**config.mk**
```make
export PLATFORM = sky130hd
export DESIGN_NAME = uart_spi_bridge
export DESIGN_NICKNAME = d
export VERILOG_FILES = /design/src/verilog/uart_spi_bridge_pkg.sv /design/src/verilog/uart_rx.sv /design/src/verilog/uart_tx.sv /design/src/verilog/spi_master.sv /design/src/verilog/byte_pair_assembler.sv /design/src/verilog/reply_queue.sv /design/src/verilog/uart_spi_bridge.sv
export SDC_FILE = /design/constraint.sdc
export NUM_CORES = 1
export LEC_CHECK = 0
export BUFFER_PORTS_ARGS = -buffer_cell sky130_fd_sc_hd__buf_2
export CORE_UTILIZATION = 61
export DETAILED_ROUTE_END_ITERATION = 16
export PLACE_DENSITY = 0.86
export SLEW_MARGIN = 20
export SYNTH_ARGS = -nofsm -noshare
export SYNTH_HDL_FRONTEND = slang
export SYNTH_SLANG_ARGS = --single-unit
export TNS_END_PERCENT = 30
```
**constraint.sdc**
```tcl
create_clock -name sys_clk -period 7.85 [get_ports sys_clk]
set_clock_uncertainty 0.15 [all_clocks]
set_input_delay 1.9625 -clock sys_clk [delete_from_list [all_inputs] [get_ports sys_clk]]
set_output_delay 1.9625 -clock sys_clk [all_outputs]
set_load 0.05 [all_outputs]
```
**src/verilog/uart_spi_bridge_pkg.sv**
```systemverilog
// shared widths, timing constants and FSM encodings, imported by every bridge RTL block
package uart_spi_bridge_pkg;

  //////////////////////////////
  // data widths
  //////////////////////////////

  // one UART byte, also one SPI byte
  localparam int byte_w = 8;
  typedef logic [byte_w-1:0] byte_t;

  // address byte then data byte per transfer
  localparam int spi_word_w = 2 * byte_w;

  // bit index inside a byte
  localparam int bit_idx_w = $clog2(byte_w);

  //////////////////////////////
  // timing
  //////////////////////////////

  // sim value, board at 50 MHz / 115200 uses 434
  localparam int clks_per_bit = 8;
  localparam int clk_cnt_w = $clog2(clks_per_bit);

  // sck half period in sys_clk cycles
  localparam int spi_half_period = 4;
  localparam int spi_div_w = $clog2(spi_half_period);
  localparam int spi_bit_cnt_w = $clog2(spi_word_w);

  //////////////////////////////
  // reply queue
  //////////////////////////////

  localparam int queue_depth = 4;
  localparam int queue_ptr_w = 2;
  // count needs one extra bit to hold "full"
  localparam int queue_cnt_w = queue_ptr_w + 1;

  // serial FSM, shared by receiver and transmitter
  typedef enum logic [1:0] {uart_idle, uart_start, uart_data, uart_stop} uart_state_e;

  // SPI master FSM
  typedef enum logic [1:0] {spi_idle, spi_shift, spi_finish} spi_state_e;

endpackage

```
**src/verilog/uart_rx.sv**
```systemverilog
// 8N1 UART receiver, samples each bit at its middle and pulses rx_valid_o once per good byte
`timescale 1ns/1ps
module uart_rx (
  input  logic                       sys_clk,
  input  logic                       reset_all_cmd_w,
  input  logic                       uart_rx_i,
  output uart_spi_bridge_pkg::byte_t rx_byte_o,
  output logic                       rx_valid_o
);
  import uart_spi_bridge_pkg::*;

  // two-flop synchroniser on the async line
  logic rx_meta_q;
  logic rx_sync_q;

  uart_state_e          state_q;
  logic [clk_cnt_w-1:0] clk_cnt_q;
  logic [bit_idx_w-1:0] bit_idx_q;
  byte_t                shift_q;
  logic                 bit_end;
  logic                 half_bit;

  // full bit time, and half a bit for the start edge
  assign bit_end  = (clk_cnt_q == clk_cnt_w'(clks_per_bit - 1));
  assign half_bit = (clk_cnt_q == clk_cnt_w'(clks_per_bit / 2 - 1));

  // line idles high
  always_ff @(posedge sys_clk) begin
    if (reset_all_cmd_w) begin
      rx_meta_q <= 1'b1;
      rx_sync_q <= 1'b1;
    end else begin
      rx_meta_q <= uart_rx_i;
      rx_sync_q <= rx_meta_q;
    end
  end

  always_ff @(posedge sys_clk) begin
    if (reset_all_cmd_w) begin
      state_q    <= uart_idle;
      clk_cnt_q  <= '0;
      bit_idx_q  <= '0;
      rx_valid_o <= 1'b0;
    end else begin
      rx_valid_o <= 1'b0;
      case (state_q)
        uart_idle: begin
          clk_cnt_q <= '0;
          bit_idx_q <= '0;
          // falling edge opens the start bit
          if (!rx_sync_q) begin
            state_q <= uart_start;
          end
        end
        uart_start: begin
          if (half_bit) begin
            clk_cnt_q <= '0;
            // glitch if line went high again
            state_q   <= rx_sync_q ? uart_idle : uart_data;
          end else begin
            clk_cnt_q <= clk_cnt_q + 1'b1;
          end
        end
        uart_data: begin
          if (bit_end) begin
            clk_cnt_q <= '0;
            // lsb first, shift in from the top
            shift_q   <= {rx_sync_q, shift_q[byte_w-1:1]};
            if (bit_idx_q == bit_idx_w'(byte_w - 1)) begin
              state_q <= uart_stop;
            end else begin
              bit_idx_q <= bit_idx_q + 1'b1;
            end
          end else begin
            clk_cnt_q <= clk_cnt_q + 1'b1;
          end
        end
        uart_stop: begin
          if (bit_end) begin
            state_q <= uart_idle;
            // framing error just drops the byte
            if (rx_sync_q) begin
              rx_valid_o <= 1'b1;
              rx_byte_o  <= shift_q;
            end
          end else begin
            clk_cnt_q <= clk_cnt_q + 1'b1;
          end
        end
        default: state_q <= uart_idle;
      endcase
    end
  end

endmodule

```
**src/verilog/uart_tx.sv**
```systemverilog
// 8N1 UART transmitter, sends one byte per tx_start_i pulse and flags when the line is busy
`timescale 1ns/1ps
module uart_tx (
  input  logic                       sys_clk,
  input  logic                       reset_all_cmd_w,
  input  uart_spi_bridge_pkg::byte_t tx_byte_i,
  input  logic                       tx_start_i,
  output logic                       uart_tx_o,
  output logic                       tx_active_o
);
  import uart_spi_bridge_pkg::*;

  uart_state_e          state_q;
  logic [clk_cnt_w-1:0] clk_cnt_q;
  logic [bit_idx_w-1:0] bit_idx_q;
  byte_t                shift_q;
  logic                 bit_end;

  assign bit_end = (clk_cnt_q == clk_cnt_w'(clks_per_bit - 1));

  always_ff @(posedge sys_clk) begin
    if (reset_all_cmd_w) begin
      state_q     <= uart_idle;
      clk_cnt_q   <= '0;
      bit_idx_q   <= '0;
      uart_tx_o   <= 1'b1;
      tx_active_o <= 1'b0;
    end else begin
      case (state_q)
        uart_idle: begin
          clk_cnt_q <= '0;
          bit_idx_q <= '0;
          // start ignored unless idle
          if (tx_start_i) begin
            shift_q     <= tx_byte_i;
            uart_tx_o   <= 1'b0;
            tx_active_o <= 1'b1;
            state_q     <= uart_start;
          end
        end
        uart_start: begin
          if (bit_end) begin
            clk_cnt_q <= '0;
            // first data bit, lsb
            uart_tx_o <= shift_q[0];
            shift_q   <= shift_q >> 1;
            state_q   <= uart_data;
          end else begin
            clk_cnt_q <= clk_cnt_q + 1'b1;
          end
        end
        uart_data: begin
          if (bit_end) begin
            clk_cnt_q <= '0;
            if (bit_idx_q == bit_idx_w'(byte_w - 1)) begin
              // stop bit
              uart_tx_o <= 1'b1;
              state_q   <= uart_stop;
            end else begin
              uart_tx_o <= shift_q[0];
              shift_q   <= shift_q >> 1;
              bit_idx_q <= bit_idx_q + 1'b1;
            end
          end else begin
            clk_cnt_q <= clk_cnt_q + 1'b1;
          end
        end
        uart_stop: begin
          // active drops only once the whole stop bit is out
          if (bit_end) begin
            tx_active_o <= 1'b0;
            state_q     <= uart_idle;
          end else begin
            clk_cnt_q <= clk_cnt_q + 1'b1;
          end
        end
        default: state_q <= uart_idle;
      endcase
    end
  end

endmodule

```
**src/verilog/spi_master.sv**
```systemverilog
// mode-0 SPI master, shifts address then data MSB first and keeps the returned low byte
`timescale 1ns/1ps
module spi_master (
  input  logic                       sys_clk,
  input  logic                       reset_all_cmd_w,
  input  logic                       spi_start_i,
  input  uart_spi_bridge_pkg::byte_t addr_byte_i,
  input  uart_spi_bridge_pkg::byte_t data_byte_i,
  input  logic                       spi_miso_i,
  output logic                       spi_sen_o,
  output logic                       spi_sck_o,
  output logic                       spi_mosi_o,
  output logic                       spi_busy_o,
  output uart_spi_bridge_pkg::byte_t reply_byte_o
);
  import uart_spi_bridge_pkg::*;

  spi_state_e               state_q;
  logic [spi_div_w-1:0]     div_cnt_q;
  logic [spi_bit_cnt_w-1:0] bit_cnt_q;
  logic [spi_word_w-1:0]    tx_shift_q;
  logic [spi_word_w-1:0]    rx_shift_q;
  logic                     half_end;

  // end of each sck half period
  assign half_end = (div_cnt_q == spi_div_w'(spi_half_period - 1));

  always_ff @(posedge sys_clk) begin
    if (reset_all_cmd_w) begin
      state_q    <= spi_idle;
      div_cnt_q  <= '0;
      bit_cnt_q  <= '0;
      spi_sen_o  <= 1'b1;
      spi_sck_o  <= 1'b0;
      spi_mosi_o <= 1'b0;
      spi_busy_o <= 1'b0;
    end else begin
      case (state_q)
        spi_idle: begin
          div_cnt_q <= '0;
          bit_cnt_q <= '0;
          if (spi_start_i) begin
            // address goes out first
            tx_shift_q <= {addr_byte_i, data_byte_i};
            spi_mosi_o <= addr_byte_i[byte_w-1];
            spi_sen_o  <= 1'b0;
            spi_busy_o <= 1'b1;
            state_q    <= spi_shift;
          end
        end
        spi_shift: begin
          if (half_end) begin
            div_cnt_q <= '0;
            spi_sck_o <= ~spi_sck_o;
            if (!spi_sck_o) begin
              // rising edge, sample miso
              rx_shift_q <= {rx_shift_q[spi_word_w-2:0], spi_miso_i};
            end else if (bit_cnt_q == spi_bit_cnt_w'(spi_word_w - 1)) begin
              // last falling edge, sck back low
              state_q <= spi_finish;
            end else begin
              // falling edge, next bit onto mosi
              bit_cnt_q  <= bit_cnt_q + 1'b1;
              tx_shift_q <= tx_shift_q << 1;
              spi_mosi_o <= tx_shift_q[spi_word_w-2];
            end
          end else begin
            div_cnt_q <= div_cnt_q + 1'b1;
          end
        end
        spi_finish: begin
          // data phase reply sits in the low byte
          reply_byte_o <= rx_shift_q[byte_w-1:0];
          // sen and busy release together, marks the end
          spi_sen_o    <= 1'b1;
          spi_busy_o   <= 1'b0;
          spi_mosi_o   <= 1'b0;
          state_q      <= spi_idle;
        end
        default: state_q <= spi_idle;
      endcase
    end
  end

endmodule

```
**src/verilog/byte_pair_assembler.sv**
```systemverilog
// pairs the received byte stream into address and data, starting one SPI transfer per pair
`timescale 1ns/1ps
module byte_pair_assembler (
  input  logic                       sys_clk,
  input  logic                       reset_all_cmd_w,
  input  uart_spi_bridge_pkg::byte_t rx_byte_i,
  input  logic                       rx_valid_i,
  output uart_spi_bridge_pkg::byte_t addr_byte_o,
  output uart_spi_bridge_pkg::byte_t data_byte_o,
  output logic                       spi_start_o
);

  //////////////////////////////
  // pair parity
  //////////////////////////////

  // high while the first byte of a pair is held
  logic pair_odd_q;

  always_ff @(posedge sys_clk) begin
    if (reset_all_cmd_w) begin
      pair_odd_q  <= 1'b0;
      spi_start_o <= 1'b0;
    end else begin
      // second byte of a pair kicks the master
      spi_start_o <= rx_valid_i & pair_odd_q;
      if (rx_valid_i) begin
        pair_odd_q <= ~pair_odd_q;
      end
    end
  end

  //////////////////////////////
  // byte chain
  //////////////////////////////

  // older byte slides into the address slot
  always_ff @(posedge sys_clk) begin
    if (rx_valid_i) begin
      addr_byte_o <= data_byte_o;
      data_byte_o <= rx_byte_i;
    end
  end

endmodule

```
**src/verilog/reply_queue.sv**
```systemverilog
// four-entry reply queue, captures SPI replies at end of transfer and feeds the UART transmitter
`timescale 1ns/1ps
module reply_queue (
  input  logic                       sys_clk,
  input  logic                       reset_all_cmd_w,
  input  logic                       spi_busy_i,
  input  uart_spi_bridge_pkg::byte_t reply_byte_i,
  input  logic                       tx_active_i,
  output uart_spi_bridge_pkg::byte_t tx_byte_o,
  output logic                       tx_start_o
);
  import uart_spi_bridge_pkg::*;

  byte_t                  mem_q [queue_depth];
  logic [queue_ptr_w-1:0] wr_ptr_q;
  logic [queue_ptr_w-1:0] rd_ptr_q;
  logic [queue_cnt_w-1:0] count_q;
  logic                   busy_q;
  logic                   full;
  logic                   empty;
  logic                   wr_en;
  logic                   rd_en;

  assign full  = (count_q == queue_cnt_w'(queue_depth));
  assign empty = (count_q == '0);

  // busy falling edge, reply dropped when full
  assign wr_en = busy_q & ~spi_busy_i & ~full;
  // hold off while a start is still in flight to the transmitter
  assign rd_en = ~empty & ~tx_active_i & ~tx_start_o;

  always_ff @(posedge sys_clk) begin
    if (reset_all_cmd_w) begin
      busy_q     <= 1'b0;
      wr_ptr_q   <= '0;
      rd_ptr_q   <= '0;
      count_q    <= '0;
      tx_start_o <= 1'b0;
    end else begin
      busy_q     <= spi_busy_i;
      // start one cycle after the read
      tx_start_o <= rd_en;
      if (wr_en) begin
        wr_ptr_q <= wr_ptr_q + 1'b1;
      end
      if (rd_en) begin
        rd_ptr_q <= rd_ptr_q + 1'b1;
      end
      count_q <= count_q + queue_cnt_w'(wr_en) - queue_cnt_w'(rd_en);
    end
  end

  // storage and read data
  always_ff @(posedge sys_clk) begin
    if (wr_en) begin
      mem_q[wr_ptr_q] <= reply_byte_i;
    end
    if (rd_en) begin
      tx_byte_o <= mem_q[rd_ptr_q];
    end
  end

endmodule

```
**src/verilog/uart_spi_bridge.sv**
```systemverilog
// top level of the UART-to-SPI command bridge, wires host UART through to the SPI slave and back
`timescale 1ns/1ps
module uart_spi_bridge (
  input  logic sys_clk,
  input  logic reset_all_cmd_w,
  input  logic uart_rx_i,
  input  logic spi_miso_i,
  output logic uart_tx_o,
  output logic spi_sen_o,
  output logic spi_sck_o,
  output logic spi_mosi_o
);
  import uart_spi_bridge_pkg::*;

  //////////////////////////////
  // host to SPI
  //////////////////////////////

  byte_t rx_byte;
  logic  rx_valid;
  byte_t addr_byte;
  byte_t data_byte;
  logic  spi_start;

  uart_rx i_uart_rx (
    .sys_clk         (sys_clk),
    .reset_all_cmd_w (reset_all_cmd_w),
    .uart_rx_i       (uart_rx_i),
    .rx_byte_o       (rx_byte),
    .rx_valid_o      (rx_valid)
  );

  // every second byte launches a transfer
  byte_pair_assembler i_byte_pair_assembler (
    .sys_clk         (sys_clk),
    .reset_all_cmd_w (reset_all_cmd_w),
    .rx_byte_i       (rx_byte),
    .rx_valid_i      (rx_valid),
    .addr_byte_o     (addr_byte),
    .data_byte_o     (data_byte),
    .spi_start_o     (spi_start)
  );

  //////////////////////////////
  // SPI and reply path
  //////////////////////////////

  logic  spi_busy;
  byte_t reply_byte;
  byte_t tx_byte;
  logic  tx_start;
  logic  tx_active;

  spi_master i_spi_master (
    .sys_clk         (sys_clk),
    .reset_all_cmd_w (reset_all_cmd_w),
    .spi_start_i     (spi_start),
    .addr_byte_i     (addr_byte),
    .data_byte_i     (data_byte),
    .spi_miso_i      (spi_miso_i),
    .spi_sen_o       (spi_sen_o),
    .spi_sck_o       (spi_sck_o),
    .spi_mosi_o      (spi_mosi_o),
    .spi_busy_o      (spi_busy),
    .reply_byte_o    (reply_byte)
  );

  // captures on busy fall, drains while uart is idle
  reply_queue i_reply_queue (
    .sys_clk         (sys_clk),
    .reset_all_cmd_w (reset_all_cmd_w),
    .spi_busy_i      (spi_busy),
    .reply_byte_i    (reply_byte),
    .tx_active_i     (tx_active),
    .tx_byte_o       (tx_byte),
    .tx_start_o      (tx_start)
  );

  uart_tx i_uart_tx (
    .sys_clk         (sys_clk),
    .reset_all_cmd_w (reset_all_cmd_w),
    .tx_byte_i       (tx_byte),
    .tx_start_i      (tx_start),
    .uart_tx_o       (uart_tx_o),
    .tx_active_o     (tx_active)
  );

endmodule

```
==> Word-level counts from Yosys, hierarchy flattened <==
Memories as Yosys holds them, arrays and structs flattened. A register that Yosys moved wholly into a read port is not among the register bits.
Index checks and enable logic that the tools add are counted.
{ "op_classes": {"add_sub_neg": 10, "multipliers": 0, "div_mod_pow": 0, "order_cmp": 0, "n_eq_ne": 35, "shifts": 0, "n_mux": 67, "n_bitwise": 15, "n_reduce_logical": 30} }
{ "op_table": {"columns": ["op", "n"], "rows": [
  ["$mux 15", 4],
  ["$mux 2", 16],
  ["$mux 8", 4],
  ["$pmux 15 s2", 1],
  ["$mux 3", 9],
  ["$pmux 8 s3", 1],
  ["$ne 2x1->1 const B", 11],
  ["$reduce_and 4->1", 5],
  ["$ne 2x2->1 const B", 8],
  ["$pmux 2 s4", 2],
  ["$eq 3x3->1 const B", 5],
  ["$mux 1", 15],
  ["$reduce_and 5->1", 3],
  ["$add 3x1->3 const B", 4],
  ["$eq 2x2->1 const B", 6],
  ["$mux 4", 3],
  ["$pmux 3 s2", 2],
  ["$pmux 3 s4", 1],
  ["$reduce_and 3->1", 4],
  ["$reduce_and 6->1", 2],
  ["$not 1->1", 10],
  ["$reduce_bool 2->1", 5],
  ["$pmux 3 s3", 1],
  ["$pmux 2 s2", 2],
  ["other kinds (17)", 33]
]} }
{ "totals": {"regBits": 115, "latch_bits": 0, "mem_bits_rw": 32, "rom_bits": 0, "input_bits": 4, "out_inout_bits": 4, "elab_cells": 191, "n_memories": 1} }
{ "mem_list": {"columns": ["name", "words", "width", "rd", "rd_clocked_by_memory_dff", "wr", "line_no", "source"], "rows": [
  ["i_reply_queue.mem_q", 4, 8, 1, 1, 1, "reply_queue.sv:14", "byte_t mem_q [queue_depth];"]
]} }

==> Logic depth before layout (Yosys ltp) <==
{ "depth": {"depth_word": 5, "depth_mapped": 9, "ltp_nobuf": 9} }

==> Hierarchy <==
From an unflattened synthesis, not the netlist that was laid out.
{ "hier_totals": {"cells_unflattened": 437, "hier_area_um2": 6452.4} }
{ "modules_own_cells": {"columns": ["mod", "instances", "cells_per_inst", "area_per_inst_um2", "seq_area_each_um2"], "rows": [
  ["reply_queue", 1, 102, 1905.6, 1381.3],
  ["spi_master", 1, 137, 1903.1, 1171.1],
  ["uart_rx", 1, 84, 1079.8, 700.7],
  ["uart_tx", 1, 92, 1023.5, 440.4],
  ["byte_pair_assembler", 1, 22, 540.5, 520.5]
]} }

==> Worst setup path before layout <==
OpenSTA, ideal clock, no wires.
{ "synth_timing": {"path_kind": "input-to-reg", "startpoint": "input port reset_all_cmd_w", "endpoint": "register i_uart_rx.rx_byte_o[0] (enable)", "arrival_ps": 3232, "path_slack_ps": 4073, "stages": 3, "path_buffers": 2, "path_cell_list": "buf_2 > clkbuf_1 > nor4bb_1"} }
{ "synth_between": {"elab_chain_cells": 2} }
{ "synth_rtl": {"columns": ["item", "line_no", "source"], "rows": [
  ["start: declaration", "uart_spi_bridge.sv:5", "input logic reset_all_cmd_w,"],
  ["$not 1->1 (no source line)", null, null],
  ["$reduce_and 4->1 (no source line)", null, null],
  ["end signal: assignment", "uart_rx.sv:84", "rx_byte_o <= shift_q;"],
  ["end: declaration", "uart_rx.sv:7", "output uart_spi_bridge_pkg::byte_t rx_byte_o,"]
]} }
No other way between the ends.
A chain may end at the register's enable or synchronous reset.

==> Final worst setup path <==
{ "layout_timing": {"startpoint": "register i_spi_master.spi_sck_o", "endpoint": "output port spi_sck_o"} }
{ "layout_lines": {"columns": ["item", "line_no", "source"], "rows": [
  ["start: declaration", "spi_master.sv:11", "output logic spi_sck_o,"],
  ["start signal: assignment", "spi_master.sv:54", "spi_sck_o <= ~spi_sck_o;"],
  ["end: declaration", "uart_spi_bridge.sv:10", "output logic spi_sck_o,"]
]} }
No word-level cell between the ends.

==> reports/qor.csv <==
metric;value;unit
syn_to_final_growth;11.7;%
synth_top_flop_cell;edfxtp_1;
synthTopCellsByArea;edfxtp_1, dfxtp_1, ha_1;
synth_xor_area_share;0.558;%
max_slew.worst_pin.slew;1.06;ns
grt_pass1_wl;17100;µm
die_h;103;µm
power_frac_comb;13.7;%
path_class;flip-flop to output port;
cts-root-buf;clkbuf_8;
die_w;103;µm
dr.first_iter.drc_count;251;
dieArea;0.0107;mm²
first_pass_iters;5;
critPathCaptureType;output port;
synth_top_area_share;53.0;%
max_clock_freq;0.281;GHz
grt_start_max_net_pins;46;
crit_path_max_fanout;8;
r2r_start;i_reply_queue.count_q[1];
synth_top_family_by_area;simple AND/OR/NAND/NOR gates;
htree_levels;4;
synthMuxAreaShare;7.67;%
power_density;295;mW/mm²
rsz0062_at_grt;no;
yosysWarningCount;0;
diodes;0;
place_area;0.00643;mm²
slew_headroom;28.7;%
ir_drop;0.000135;V
synth-seq-cells;155;
r2r_cells;10;
switchingPower;0.506;mW
min_path_type;flip-flop to flip-flop;
cts_buffers;17;
gp_congestion;0.805;
post_cts_buffers;0;
synth_edf_count;111;
synthAdderAreaFrac;6.09;%
cp.required;5.74;ns
port_buffers;7;
synth_cells;431;
antenna_found_initial;0;
vias_per_cell;5.96;
synth_cell_types;54;
min-delay-start;i_uart_rx.rx_byte_o[1];
clk_latency;0.52;ns
crit_chain;buf_2;
dp_hpwl;6330;µm
pin_count;8;
wl_per_cell;17.6;µm
hold_ws;0.270;ns
r2r_slack;5.04;ns
min_path_cells;0;
clk_pin_slew_worst_paths;0.06;ns
synth_fp_nets;465;
start_kind;flip-flop;
synthTopCellsByCount;edfxtp_1, dfxtp_1, ha_1;
p_leak;2.46;nW
detail-route-antenna-nets;0;
fin_crit_sh;45.3;%
setup_viol;0;
synthSimpleGateAreaFrac;10.3;%
start_util;63.7;%
avgSynthCellArea;14.6;µm²
clockBufferDepth;2;
worstReg2RegEnd;i_reply_queue.count_q[2];
grt_pass1_vias;3549;
arrival;1.44;ns
cts_num_sinks;155;
synth_compound_area_share;5.97;%
whs_endpoint;i_byte_pair_assembler.data_byte_o[1];
cts_tree;built;
fin_nets;477;
yosysSeqAreaShare;67.1;%
drive_above_1_share;16.9;%
maxCapViolCount;0;
rows;36;
drcViolationCount;0;
power.share.sequential;48.6;%
crit_family;flip-flops;
p_int;1.56;mW
p_sw_share;24.5;%
cp_num_buf_inv;1;
p_clk_share;37.7;%
slew_violations;0;
fin_setup_tns;0;ns
final_cell_area;0.00702;mm²
cts_resized;0;
num_vias;3510;
hold_viol_final;0;
grt_overflow;0;
grtUsageTotal;22.0;%
synth_area;0.00628;mm²
core_area;0.00986;mm²
outcome;complete, no violations;
synth_most_common_cell;edfxtp_1;
crit_slowest_cell;dfxtp_1;
max_stage_delay;0.57;ns
synthArstFlopShare;0;%
period_needed;3.55;ns
total_power;2.07;mW
hold_buffers;0;
wl;10400;µm
yosys.area.top_type;edfxtp_1;
-- power by group through the flow --
stage / Sequential (mW) / Clock (mW) / Combinational [mW]
after floorplan: 0.998 / 0 / 0.232
after global placement: 1.02 / 0 / 0.259
after detailed placement: 1.02 / 0 / 0.280
after CTS: 1.01 / 0.787 / 0.285
after global routing: 1.01 / 0.823 / 0.307
final: 1.01 / 0.780 / 0.285
-- registers in the layout, summed over array words and instances, names as in the netlist, 3 cells and up, named ones only --
| signal | cells |
|---|---|
| i_byte_pair_assembler.addr_byte_o | 8 |
| i_byte_pair_assembler.data_byte_o | 8 |
| i_reply_queue.count_q | 3 |
| i_reply_queue.mem_q | 32 |
| i_reply_queue.tx_byte_o | 8 |
| i_spi_master.bit_cnt_q | 4 |
| i_spi_master.reply_byte_o | 8 |
| i_spi_master.rx_shift_q | 8 |
| i_spi_master.tx_shift_q | 15 |
| i_uart_rx.bit_idx_q | 3 |
| i_uart_rx.clk_cnt_q | 3 |
| i_uart_rx.rx_byte_o | 8 |
| i_uart_rx.shift_q | 8 |
| i_uart_tx.bit_idx_q | 3 |
| i_uart_tx.clk_cnt_q | 3 |
| i_uart_tx.shift_q | 8 |
-- stage by stage --
stage | setup slack, ns | std cells | util (%)
2_1_floorplan | 4.07 | 431 | -
3_3_place_gp | 3.98 | 557 | 65.2
3_5_place_dp | 3.91 | 557 | 65.2
4_1_cts | 4.30 | 589 | 71.2
5_1_grt | 4.26 | 589 | 71.2
6_report | 4.30 | 589 | 71.2
-- routing by layer --
layer | track usage (%) | routed length [µm]
met5 | 0 | 0
met4 | 14.0 | 339
met3 | 5.44 | 549
met2 | 35.0 | 5150
met1 | 27.2 | 4310
-- worst reg2reg max path: stages (launching register included) --
cell	delay (ns)
dfxtp_1	0.38
nor3_1	0.54
nor3_1	0.09
buf_4	0.20
ha_1	0.30
inv_1	0.04
ha_1	0.20
fa_1	0.38
xnor2_1	0.20
xnor2_1	0.14
nor2_1	0.05
-- layout make-up --
type	instances	area, µm²
inverter	18	67.6
tap	133	166
timing repair buffer	11	65.1
clock inverter	7	46.3
fill	559	2840
sequential	155	4210
multi-input combinational	240	1920
clock buffer	25	542
-- cells by family (layout without fill, tap and decap cells) --
family / after synthesis / in the layout
AOI/OAI and AO/OA: 56 / 56
buffers and inverters: 36 / 61
muxes: 34 / 34
adders and majority gates: 30 / 30
xor gates and xnor gates: 4 / 4
DFF: 155 / 155
and+or+nand+nor: 116 / 116
-- layout by cell type (no fill, tap or decap), types with 6 or more instances in the layout --
cell type and n:
a21oi_1 21, and3_1 10, buf_2 7, clkbuf_16 19, dfxtp_1 44, edfxtp_1 111, ha_1 29, inv_1 18
mux2_2 22, mux4_2 9, nand2_1 16, nand2b_1 10, nand3_1 19, nor2_1 17, nor2b_1 11, nor3_1 7
nor3b_1 6, o21ai_0 10
-- worst max path at each step --
stage / slack, ns / to / cells after the start / startpoint
final: 4.30 / spi_sck_o / 1 / i_spi_master.spi_sck_o
after global routing: 4.26 / spi_sck_o / 1 / i_spi_master.spi_sck_o
after CTS: 4.30 / spi_sck_o / 1 / i_spi_master.spi_sck_o
after detailed placement: 3.91 / i_uart_tx.shift_q[4] / 2 / reset_all_cmd_w
after global placement: 3.98 / i_spi_master.tx_shift_q[11] / 3 / reset_all_cmd_w
after floorplan: 4.07 / i_uart_rx.rx_byte_o[0] / 3 / reset_all_cmd_w
Power figures use the tool's default switching activity.
